$ cat config.mk
export PLATFORM = sky130hd
export DESIGN_NAME = conv_engine
export DESIGN_NICKNAME = d
export VERILOG_FILES = /design/src/hw/conv_pkg.sv /design/src/hw/pix_beat_if.sv /design/src/hw/shift_buffer.sv /design/src/hw/conv_unit.sv /design/src/hw/conv_engine.sv
export SDC_FILE = /design/constraint.sdc
export NUM_CORES = 2
export LEC_CHECK = 0
export BUFFER_PORTS_ARGS = -buffer_cell sky130_fd_sc_hd__clkbuf_2
export CELL_PAD_IN_SITES_DETAIL_PLACEMENT = 0
export CELL_PAD_IN_SITES_GLOBAL_PLACEMENT = 1
export CORE_ASPECT_RATIO = 1.25
export CORE_MARGIN = 10
export CORE_UTILIZATION = 56
export DETAILED_ROUTE_END_ITERATION = 10
export PLACE_DENSITY = 0.91
export SLEW_MARGIN = 20
export SYNTH_ARGS = -nofsm -noshare
export SYNTH_HDL_FRONTEND = slang
export SYNTH_HIERARCHICAL = 1
export SYNTH_SLANG_ARGS = --single-unit
$ cat constraint.sdc
create_clock -name aclk -period 11.2 [get_ports aclk]
set_input_delay 0.56 -clock aclk [delete_from_list [all_inputs] [get_ports aclk]]
set_output_delay 0.56 -clock aclk [all_outputs]
set_load 0.1 [all_outputs]
$ cat src/hw/conv_pkg.sv
// Convolution engine package
// Fixed sizes and widths of the datapath, and the per-beat control word
// that travels from the shift buffer to the convolution units

package conv_pkg;

    // Parallel units, one output row each
    localparam int conv_units   = 4;

    // Kernel limits
    localparam int kernel_w_max = 3;
    localparam int kernel_h_max = 3;

    // One input column covers every unit plus the kernel overlap
    localparam int col_pixels   = conv_units + kernel_h_max - 1;

    // Signed pixel and weight width
    localparam int data_w       = 8;

    // Accumulator width, enough for a full 3x3 sum of 8-bit products
    localparam int acc_w        = 20;

    // Output word width after saturation
    localparam int out_w        = 16;

    // Image width limit and counter widths
    localparam int cols_max     = 16;
    localparam int cols_w       = $clog2(cols_max);
    localparam int kw_w         = $clog2(kernel_w_max);
    localparam int kh_w         = $clog2(kernel_h_max);

    // Per-beat control word
    // Raw view is assembled by the shift buffer, flags are read by the units
    typedef union packed {
        logic [3:0] raw;
        struct packed {
            logic is_relu;
            logic first_row;
            logic last_row;
            logic fill_col;
        } flags;
    } beat_ctrl_t;

endpackage

$ cat src/hw/pix_beat_if.sv
// Row beat interface
// Carries one kernel row of pixels per beat from the shift buffer to
// all convolution units, with the beat control word and last column flag

interface pix_beat_if;

    logic                                valid;
    logic                                ready;
    logic signed [conv_pkg::data_w-1:0]  pixels [conv_pkg::conv_units];
    conv_pkg::beat_ctrl_t                ctrl;
    // Beat belongs to the final image column
    logic                                last_col;

    modport src (
        output valid,
        output pixels,
        output ctrl,
        output last_col,
        input  ready
    );

    modport dst (
        input  valid,
        input  ready,
        input  pixels,
        input  ctrl,
        input  last_col
    );

endinterface

$ cat src/hw/shift_buffer.sv
// Pixel shift buffer
// Holds one input column and replays it as kernel-height row beats,
// shifting the window down by one row per beat. Tracks the column
// position to flag fill columns and the final column of the image.

module shift_buffer (
    input  logic                               aclk,
    input  logic                               aclken,
    input  logic                               arst_n,
    input  logic                               start,
    input  logic [conv_pkg::kh_w-1:0]          kernel_h_1,
    input  logic [conv_pkg::cols_w-1:0]        cols_1,
    input  logic                               is_relu,
    input  logic                               pixels_valid,
    input  logic signed [conv_pkg::data_w-1:0] pixels [conv_pkg::col_pixels],
    output logic                               pixels_ready,
    pix_beat_if.src                            beat,
    input  logic [conv_pkg::kw_w-1:0]          kernel_w_1
);

    logic signed [conv_pkg::data_w-1:0] col_q [conv_pkg::col_pixels];

    logic                        busy;
    logic [conv_pkg::kh_w-1:0]   row_cnt;
    logic [conv_pkg::cols_w-1:0] col_cnt;

    logic                        col_take;
    logic                        beat_take;
    logic                        row_end;
    logic                        fill;
    conv_pkg::beat_ctrl_t        ctrl_word;

    assign col_take  = pixels_valid && pixels_ready && aclken;
    assign beat_take = beat.valid && beat.ready && aclken;
    assign row_end   = (row_cnt == kernel_h_1);

    // First kw-1 columns only prime the accumulator chain
    assign fill = (col_cnt < {{(conv_pkg::cols_w - conv_pkg::kw_w){1'b0}}, kernel_w_1});

    // Column storage
    always_ff @(posedge aclk) begin
        if (col_take) begin
            col_q <= pixels;
        end
    end

    always_ff @(posedge aclk or negedge arst_n) begin
        if (!arst_n) begin
            busy    <= 1'b0;
            row_cnt <= '0;
            col_cnt <= '0;
        end else if (aclken) begin
            if (col_take) begin
                busy    <= 1'b1;
                row_cnt <= '0;
            end else if (beat_take) begin
                if (row_end) begin
                    busy    <= 1'b0;
                    col_cnt <= col_cnt + 1'b1;
                end else begin
                    row_cnt <= row_cnt + 1'b1;
                end
            end
            // New image restarts the column count
            if (start) begin
                col_cnt <= '0;
            end
        end
    end

    assign pixels_ready  = !busy;
    assign beat.valid    = busy;
    assign beat.last_col = (col_cnt == cols_1);

    always_comb begin
        ctrl_word.raw = {is_relu, (row_cnt == '0), row_end, fill};
    end

    assign beat.ctrl = ctrl_word;

    // Unit u sees row u + r of the column on row beat r
    always_comb begin
        for (int u = 0; u < conv_pkg::conv_units; u++) begin
            beat.pixels[u] = col_q[u + int'(row_cnt)];
        end
    end

endmodule

$ cat src/hw/conv_unit.sv
// Convolution unit
// Computes one output row. Each row beat is multiplied by the weight row,
// the products collect in a transposed chain across the kernel width,
// and completed sums are saturated and optionally passed through ReLU.

module conv_unit #(
    parameter int unit_id = 0
) (
    input  logic                               aclk,
    input  logic                               aclken,
    input  logic                               arst_n,
    input  logic [conv_pkg::kw_w-1:0]          kernel_w_1,
    input  logic signed [conv_pkg::data_w-1:0] weights [conv_pkg::kernel_w_max],
    pix_beat_if.dst                            beat,
    output logic                               m_valid,
    output logic signed [conv_pkg::out_w-1:0]  m_data,
    output logic                               m_last_col
);

    logic                              fire;
    logic signed [conv_pkg::acc_w-1:0] px_ext;
    logic signed [conv_pkg::acc_w-1:0] w_ext [conv_pkg::kernel_w_max];

    logic                              p_valid;
    conv_pkg::beat_ctrl_t              p_ctrl;
    logic                              p_last_col;
    logic signed [conv_pkg::acc_w-1:0] prod [conv_pkg::kernel_w_max];

    logic signed [conv_pkg::acc_w-1:0] acc [conv_pkg::kernel_w_max];
    logic signed [conv_pkg::acc_w-1:0] tot [conv_pkg::kernel_w_max];
    logic [conv_pkg::acc_w-conv_pkg::out_w:0] hi_bits;
    logic signed [conv_pkg::out_w-1:0] sat_val;
    logic signed [conv_pkg::out_w-1:0] res_val;

    assign fire   = beat.valid && beat.ready && aclken;
    assign px_ext = {{(conv_pkg::acc_w - conv_pkg::data_w){beat.pixels[unit_id][conv_pkg::data_w-1]}},
                     beat.pixels[unit_id]};

    // Chain position j takes weight kw-1-j, unused positions get zero
    always_comb begin : pick_weights
        logic signed [conv_pkg::data_w-1:0] w_pick;
        for (int j = 0; j < conv_pkg::kernel_w_max; j++) begin
            w_pick = '0;
            if (j <= int'(kernel_w_1)) begin
                w_pick = weights[int'(kernel_w_1) - j];
            end
            w_ext[j] = {{(conv_pkg::acc_w - conv_pkg::data_w){w_pick[conv_pkg::data_w-1]}}, w_pick};
        end
    end

    // Product stage
    always_ff @(posedge aclk) begin
        if (fire) begin
            for (int j = 0; j < conv_pkg::kernel_w_max; j++) begin
                prod[j] <= px_ext * w_ext[j];
            end
            p_ctrl     <= beat.ctrl;
            p_last_col <= beat.last_col;
        end
    end

    // Entry position starts fresh on the first row of a column
    always_comb begin
        for (int p = 0; p < conv_pkg::kernel_w_max; p++) begin
            if (p_ctrl.flags.first_row && p == int'(kernel_w_1)) begin
                tot[p] = prod[p];
            end else begin
                tot[p] = acc[p] + prod[p];
            end
        end
    end

    // Saturate position 0 to the output range, then ReLU
    always_comb begin
        hi_bits = tot[0][conv_pkg::acc_w-1:conv_pkg::out_w-1];
        if (&hi_bits || ~|hi_bits) begin
            sat_val = tot[0][conv_pkg::out_w-1:0];
        end else if (tot[0][conv_pkg::acc_w-1]) begin
            sat_val = {1'b1, {(conv_pkg::out_w - 1){1'b0}}};
        end else begin
            sat_val = {1'b0, {(conv_pkg::out_w - 1){1'b1}}};
        end
        res_val = sat_val;
        if (p_ctrl.flags.is_relu && sat_val[conv_pkg::out_w-1]) begin
            res_val = '0;
        end
    end

    // Chain shift toward position 0 at the end of each column
    always_ff @(posedge aclk) begin
        if (aclken && p_valid) begin
            if (p_ctrl.flags.last_row) begin
                for (int p = 0; p < conv_pkg::kernel_w_max - 1; p++) begin
                    acc[p] <= tot[p + 1];
                end
                acc[conv_pkg::kernel_w_max-1] <= '0;
                m_data <= res_val;
            end else begin
                for (int p = 0; p < conv_pkg::kernel_w_max; p++) begin
                    acc[p] <= tot[p];
                end
            end
        end
    end

    always_ff @(posedge aclk or negedge arst_n) begin
        if (!arst_n) begin
            p_valid    <= 1'b0;
            m_valid    <= 1'b0;
            m_last_col <= 1'b0;
        end else if (aclken) begin
            p_valid    <= beat.valid && beat.ready;
            m_valid    <= p_valid && p_ctrl.flags.last_row && !p_ctrl.flags.fill_col;
            m_last_col <= p_valid && p_ctrl.flags.last_row && p_last_col;
        end
    end

endmodule

$ cat src/hw/conv_engine.sv
// 2-D convolution engine
// Latches the layer configuration on start, joins the weight stream
// with the row beats of the shift buffer, and runs four convolution
// units in parallel, one output row each.

module conv_engine (
    input  logic                               aclk,
    input  logic                               aclken,
    input  logic                               arst_n,
    input  logic                               start,
    input  logic [conv_pkg::kw_w-1:0]          kernel_w_1,
    input  logic [conv_pkg::kh_w-1:0]          kernel_h_1,
    input  logic [conv_pkg::cols_w-1:0]        cols_1,
    input  logic                               is_relu,
    input  logic                               pixels_valid,
    input  logic signed [conv_pkg::data_w-1:0] pixels [conv_pkg::col_pixels],
    output logic                               pixels_ready,
    input  logic                               weights_valid,
    input  logic signed [conv_pkg::data_w-1:0] weights [conv_pkg::kernel_w_max],
    output logic                               weights_ready,
    output logic                               m_valid,
    output logic signed [conv_pkg::out_w-1:0]  m_data [conv_pkg::conv_units],
    output logic                               m_last,
    output logic                               done
);

    logic [conv_pkg::kw_w-1:0]   kernel_w_1_q;
    logic [conv_pkg::kh_w-1:0]   kernel_h_1_q;
    logic [conv_pkg::cols_w-1:0] cols_1_q;
    logic                        is_relu_q;

    logic unit_valid    [conv_pkg::conv_units];
    logic unit_last_col [conv_pkg::conv_units];

    always_ff @(posedge aclk or negedge arst_n) begin
        if (!arst_n) begin
            kernel_w_1_q <= '0;
            kernel_h_1_q <= '0;
            cols_1_q     <= '0;
            is_relu_q    <= 1'b0;
        end else if (aclken && start) begin
            kernel_w_1_q <= kernel_w_1;
            kernel_h_1_q <= kernel_h_1;
            cols_1_q     <= cols_1;
            is_relu_q    <= is_relu;
        end
    end

    pix_beat_if beat ();

    // Join of row beats and weight rows
    assign beat.ready    = weights_valid;
    assign weights_ready = beat.valid;

    shift_buffer shift_buffer_i (
        .aclk         (aclk),
        .aclken       (aclken),
        .arst_n       (arst_n),
        .start        (start),
        .kernel_h_1   (kernel_h_1_q),
        .cols_1       (cols_1_q),
        .is_relu      (is_relu_q),
        .pixels_valid (pixels_valid),
        .pixels       (pixels),
        .pixels_ready (pixels_ready),
        .beat         (beat),
        .kernel_w_1   (kernel_w_1_q)
    );

    for (genvar i = 0; i < conv_pkg::conv_units; i++) begin : g_unit
        conv_unit #(
            .unit_id (i)
        ) conv_unit_i (
            .aclk       (aclk),
            .aclken     (aclken),
            .arst_n     (arst_n),
            .kernel_w_1 (kernel_w_1_q),
            .weights    (weights),
            .beat       (beat),
            .m_valid    (unit_valid[i]),
            .m_data     (m_data[i]),
            .m_last_col (unit_last_col[i])
        );
    end

    // All units run in lockstep, unit 0 speaks for them
    assign m_valid = unit_valid[0];
    assign m_last  = unit_valid[0] && unit_last_col[0];
    assign done    = unit_last_col[0];

endmodule

Word-level counts from Yosys, hierarchy flattened
Memories as Yosys holds them, arrays and structs flattened. Cells that the tools add are included.

Flip-flop bits (word level): 136. Bits in latches: 0. RAM bits: 480. Bits in read-only memories: 0. Input bits: 87. Output and inout bits: 69. Logic and storage cells: 214. Memories kept: 8.

Add/sub/neg operators: 19. Multiply operators: 12. Div/mod/pow operators: 0. Order comparisons: 10. Equality and inequality tests: 6. Shift operators: 0. Muxes and demuxes: 73. Bitwise logic cells: 19. Reduce and logical (&&, ||, !) cells: 45.

Memory list: g_unit[0].conv_unit_i.acc (depth 3, bits a word 20, rd ports 3, clocked after memory_dff 0, write ports 3, line conv_unit.sv:29) `logic signed [conv_pkg::acc_w-1:0] acc [conv_pkg::kernel_w_max];`; g_unit[0].conv_unit_i.prod (depth 3, bits a word 20, rd ports 3, clocked after memory_dff 0, write ports 3, line conv_unit.sv:27) `logic signed [conv_pkg::acc_w-1:0] prod [conv_pkg::kernel_w_max];`; g_unit[1].conv_unit_i.acc (depth 3, bits a word 20, rd ports 3, clocked after memory_dff 0, write ports 3, line conv_unit.sv:29); g_unit[1].conv_unit_i.prod (depth 3, bits a word 20, rd ports 3, clocked after memory_dff 0, write ports 3, line conv_unit.sv:27); g_unit[2].conv_unit_i.acc (depth 3, bits a word 20, rd ports 3, clocked after memory_dff 0, write ports 3, line conv_unit.sv:29); g_unit[2].conv_unit_i.prod (depth 3, bits a word 20, rd ports 3, clocked after memory_dff 0, write ports 3, line conv_unit.sv:27); +2 memories.

Operator list (count): $mux W20 (24); $add A20 B20 Y20 (12); $mul A8 B8 Y16 (12); $not A32 Y32 (5); $ge A32 B4 Y1 const B (4); $mux W16 (8); $mux W8 (16); $bmux W8 S3 (4); $ge A32 B3 Y1 const B (3); $not A2 Y32 (2); $bmux W8 S2 (3); $reduce_and A5 Y1 (4); $reduce_or A5 Y1 (4); $logic_and A1 B1 Y1 (17); $mux W4 (4); $or A1 B1 Y1 (12); $mux W1 (11); $reduce_bool A2 Y1 (4); $add A2 B2 Y3 const A (2); $logic_not A1 Y1 (6); $mux W2 (3); $reduce_and A3 Y1 (2); $add A4 B1 Y4 const B (1); $eq A2 B2 Y1 const A (2); other kinds (15) (19).

Depth between registers and ports, before layout
Word-level depth: 8. Mapped depth: 30. Mapped depth without buffers: 26.

Modules after synthesis
The synthesis kept the hierarchy.

Modules (own cells, without submodules): conv_unit at g_unit[0].conv_unit_i (times used 1, cells an instance 1710, area an instance 16150.5 um^2, seq. area each 3948.8 um^2); conv_unit at g_unit[1].conv_unit_i (times used 1, cells an instance 1674, area an instance 16019.1 um^2, seq. area each 3948.8 um^2); conv_unit at g_unit[2].conv_unit_i (times used 1, cells an instance 1648, area an instance 15881.5 um^2, seq. area each 3948.8 um^2); conv_unit at g_unit[3].conv_unit_i (times used 1, cells an instance 1628, area an instance 15702.6 um^2, seq. area each 3948.8 um^2); shift_buffer (times used 1, cells an instance 200, area an instance 3110.5 um^2, seq. area each 1616.6 um^2); conv_engine (times used 1, cells an instance 20, area an instance 344.1 um^2, seq. area each 225.2 um^2).

Worst setup path before layout
Ideal clock, no wire load.

Kind: register to register. Start point: register kernel_w_1_q[0] (netlist name). End point: memory g_unit[0].conv_unit_i/prod[0][34] (netlist name) (data pin). Setup time: 261 ps. Arrival time: 6961 ps. Required time: 10939 ps. Slack: 3978 ps. Stages on the path, launching flop included: 28. Path buffers: 5. Period minus slack after synthesis: 7222 ps. Path through: dfrtp_1 clkbuf_1 inv_1 clkbuf_1 ha_1 clkbuf_1 nor2b_1 clkbuf_1 a22oi_1 or2_2 clkbuf_1 or2_2 fa_1 fa_1 inv_1 fa_1 inv_1 fa_1 inv_1 ha_1 o21ai_0 a21boi_0 o21ai_0 a21boi_0 o21ai_0 a21boi_0 nor4_1 a311o_1.

RTL lines: start, declared (line conv_engine.sv:27) `logic [conv_pkg::kw_w-1:0] kernel_w_1_q;`; start signal, assigned (line conv_engine.sv:42) `kernel_w_1_q <= kernel_w_1;`; end, declared (line conv_unit.sv:27).

==> out/metrics.json <==
{
  "detailedPlace.worstSlack_ps": 3630,
  "antenna_violations_before_repair": 12,
  "drt_pre_antenna_iters": 6,
  "slew_viol_final": 0,
  "die_height_um": 406,
  "synthesis.instances": 6859,
  "cp.required_ps": 11600,
  "cp_max_fo": 51,
  "cts_tree": "built",
  "place.gp.congestion": 0.897,
  "post-route-drc-count": 0,
  "postRouteWirelength_um": 167000,
  "cts-htree-levels": 3,
  "final_nets": 8291,
  "slew-limit-headroom_pct": 22.0,
  "cts_repair_resize_count": 0,
  "run_status": "complete, no violations",
  "layout.core_utilization_pct": 60.4,
  "core-area_um2": 118000,
  "critPathCaptureType": "flop",
  "final.period_utilization_pct": 68.3,
  "grt_pass1_wl_um": 271000,
  "clock_pin_slew_of_the_registers_on_the_worst_case_setup_and_hold_paths_ps": 70,
  "holdCritPathClass": "in2reg",
  "final_antenna_net_count": 0,
  "skew_ps": 26.1,
  "max_clock_freq_mhz": 131,
  "grt_setup_unrepaired": "false",
  "grt_overflow_total": 0,
  "worstSetupStartpointType": "flop",
  "tritoncts_buffer_count": 68,
  "io_pins": 156,
  "numClockSinks": 580,
  "grt_max_degree": 63,
  "worst_slew_pin_slew_ps": 1160,
  "mostFrequentLayoutCells": "inv_1 (1074), fa_1 (672), ha_1 (592), edfxtp_1 (558), nand2_1 (536)",
  "avgSynthCellArea_um2": 9.74,
  "half_perimeter_wire_length_of_the_detailed_placement_result_um": 129000,
  "grt_pass1_vias": 51000,
  "setup_viol": 0,
  "drtIter0Drc": 3551,
  "final_critical_path_setup_slack_ps": 3550,
  "regArea_um2": 17300,
  "clockRootBuffer": "clkbuf_16",
  "final.fill_count": 9939,
  "die_w_um": 329,
  "maxCapViolations": 0,
  "cts_setup_buffers": 0,
  "timing.final.hold_violations": 0,
  "num_rows": 141,
  "cts.hold.buffers_added": 1,
  "synth_area_um2": 66800,
  "io_buffer_count": 155,
  "initial_utilization_pct": 56.4,
  "gr-usage-all-layers_pct": 25.3,
  "synthesis.yosys.warnings": 6,
  "via_per_inst": 5.78,
  "min_period_ps": 7650,
  "floorplan.die_area_um2": 134000,
  "worst-endpoint-arrival_ps": 8050,
  "area_delta_synth_final_pct": 7.00,
  "footprint_of_the_multi_input_gates_um2": 44600,
  "postSynthNetCount": 8210,
  "via_count": 49600,
  "layout-drive-gt1-share_pct": 7.71,
  "cts_max_path_bufs": 3,
  "setup_tns_ps": 0,
  "layout.cells.most_common": "inv_1",
  "drt-wirelength-per-cell_um": 19.5,
  "worst_skew_pair.late_latency_ps": 680,
  "critPathKind": "reg2reg"
}
routing by layer:
metal	part of all wire, %	wire length [um]	track usage, %	up-vias
met5	0	0	0	-
met3	7.0	11700	3.64	314
met4	3.7	6260	10.1	0
li1	-	-	-	23100
met1	41	68400	32.5	24600
met2	48	81000	43.0	1496
stage by stage:
| stage | instance area, um^2 | instances | hold WS, ps |
|---|---|---|---|
| 4_1_cts | 71400 | 8566 | 18.1 |
| 3_3_place_gp | 69100 | 8440 | 448 |
| 3_5_place_dp | 69100 | 8440 | 479 |
| 5_1_grt | 71500 | 8574 | 46.7 |
| 6_report | 71500 | 8580 | 59.8 |
| 2_1_floorplan | 66800 | 6859 | 264 |
worst max-delay path: stages, from the launching register on:
cell      delay (ps)
dfrtp_2          650
buf_4            560
inv_1            350
ha_1             710
nor2b_1          310
a22oi_1          100
or2_2            400
or2_2            320
fa_1             510
fa_1             550
inv_1             70
fa_1             550
inv_1             60
fa_1             530
inv_1             40
ha_1             320
nand2b_1          80
a21boi_1          80
o311a_1          310
o21a_1           190
o21a_1           180
o41a_1           320
xnor2_1          140
final timing paths:
kind / start / to / slack [ps] / cells past startpoint
worst min register to register: g_unit[0].conv_unit_i/p_last_col / g_unit[0].conv_unit_i/m_last_col / 490 / 1
worst max-delay path: kernel_w_1_q[0] / g_unit[1].conv_unit_i/prod[0][39] / 3550 / 22
min in group asynchronous: arst_n / cols_1_q[0] / 540 / 2
worst max register to register: kernel_w_1_q[0] / g_unit[1].conv_unit_i/prod[0][39] / 3550 / 22
max in group asynchronous: arst_n / kernel_w_1_q[1] / 10070 / 2
worst min-delay path: pixels[12] / shift_buffer_i/col_q[12] / 60 / 1
registers in the layout (all words and copies together) (netlist names):
signal                         cells
g_unit.conv_unit_i/acc           240
g_unit.conv_unit_i/prod          192
g_unit.conv_unit_i/m_data         64
shift_buffer_i/col_q              48
g_unit.conv_unit_i/p_ctrl         13
cols_1_q                           4
g_unit.conv_unit_i/p_valid         4
shift_buffer_i/col_cnt             4
kernel_h_1_q                       2
kernel_w_1_q                       2
shift_buffer_i/row_cnt             2
g_unit.conv_unit_i/m_last_col      1
g_unit.conv_unit_i/m_valid         1
g_unit.conv_unit_i/p_last_col      1
is_relu_q                          1
shift_buffer_i/beat.valid          1
area by class of cell:
class	count	area share, %
diodes	12	0.0420
clock buffers	80	2.54
clock inverters	45	0.693
inverters	1075	5.65
multi-input cells	5001	62.4
flip-flops and latches	580	24.2
well taps	1573	2.75
repair buffers	214	1.73
Power is not shown: default switching activity piles up to over one toggle a cycle in this logic, so the estimate is an artifact.
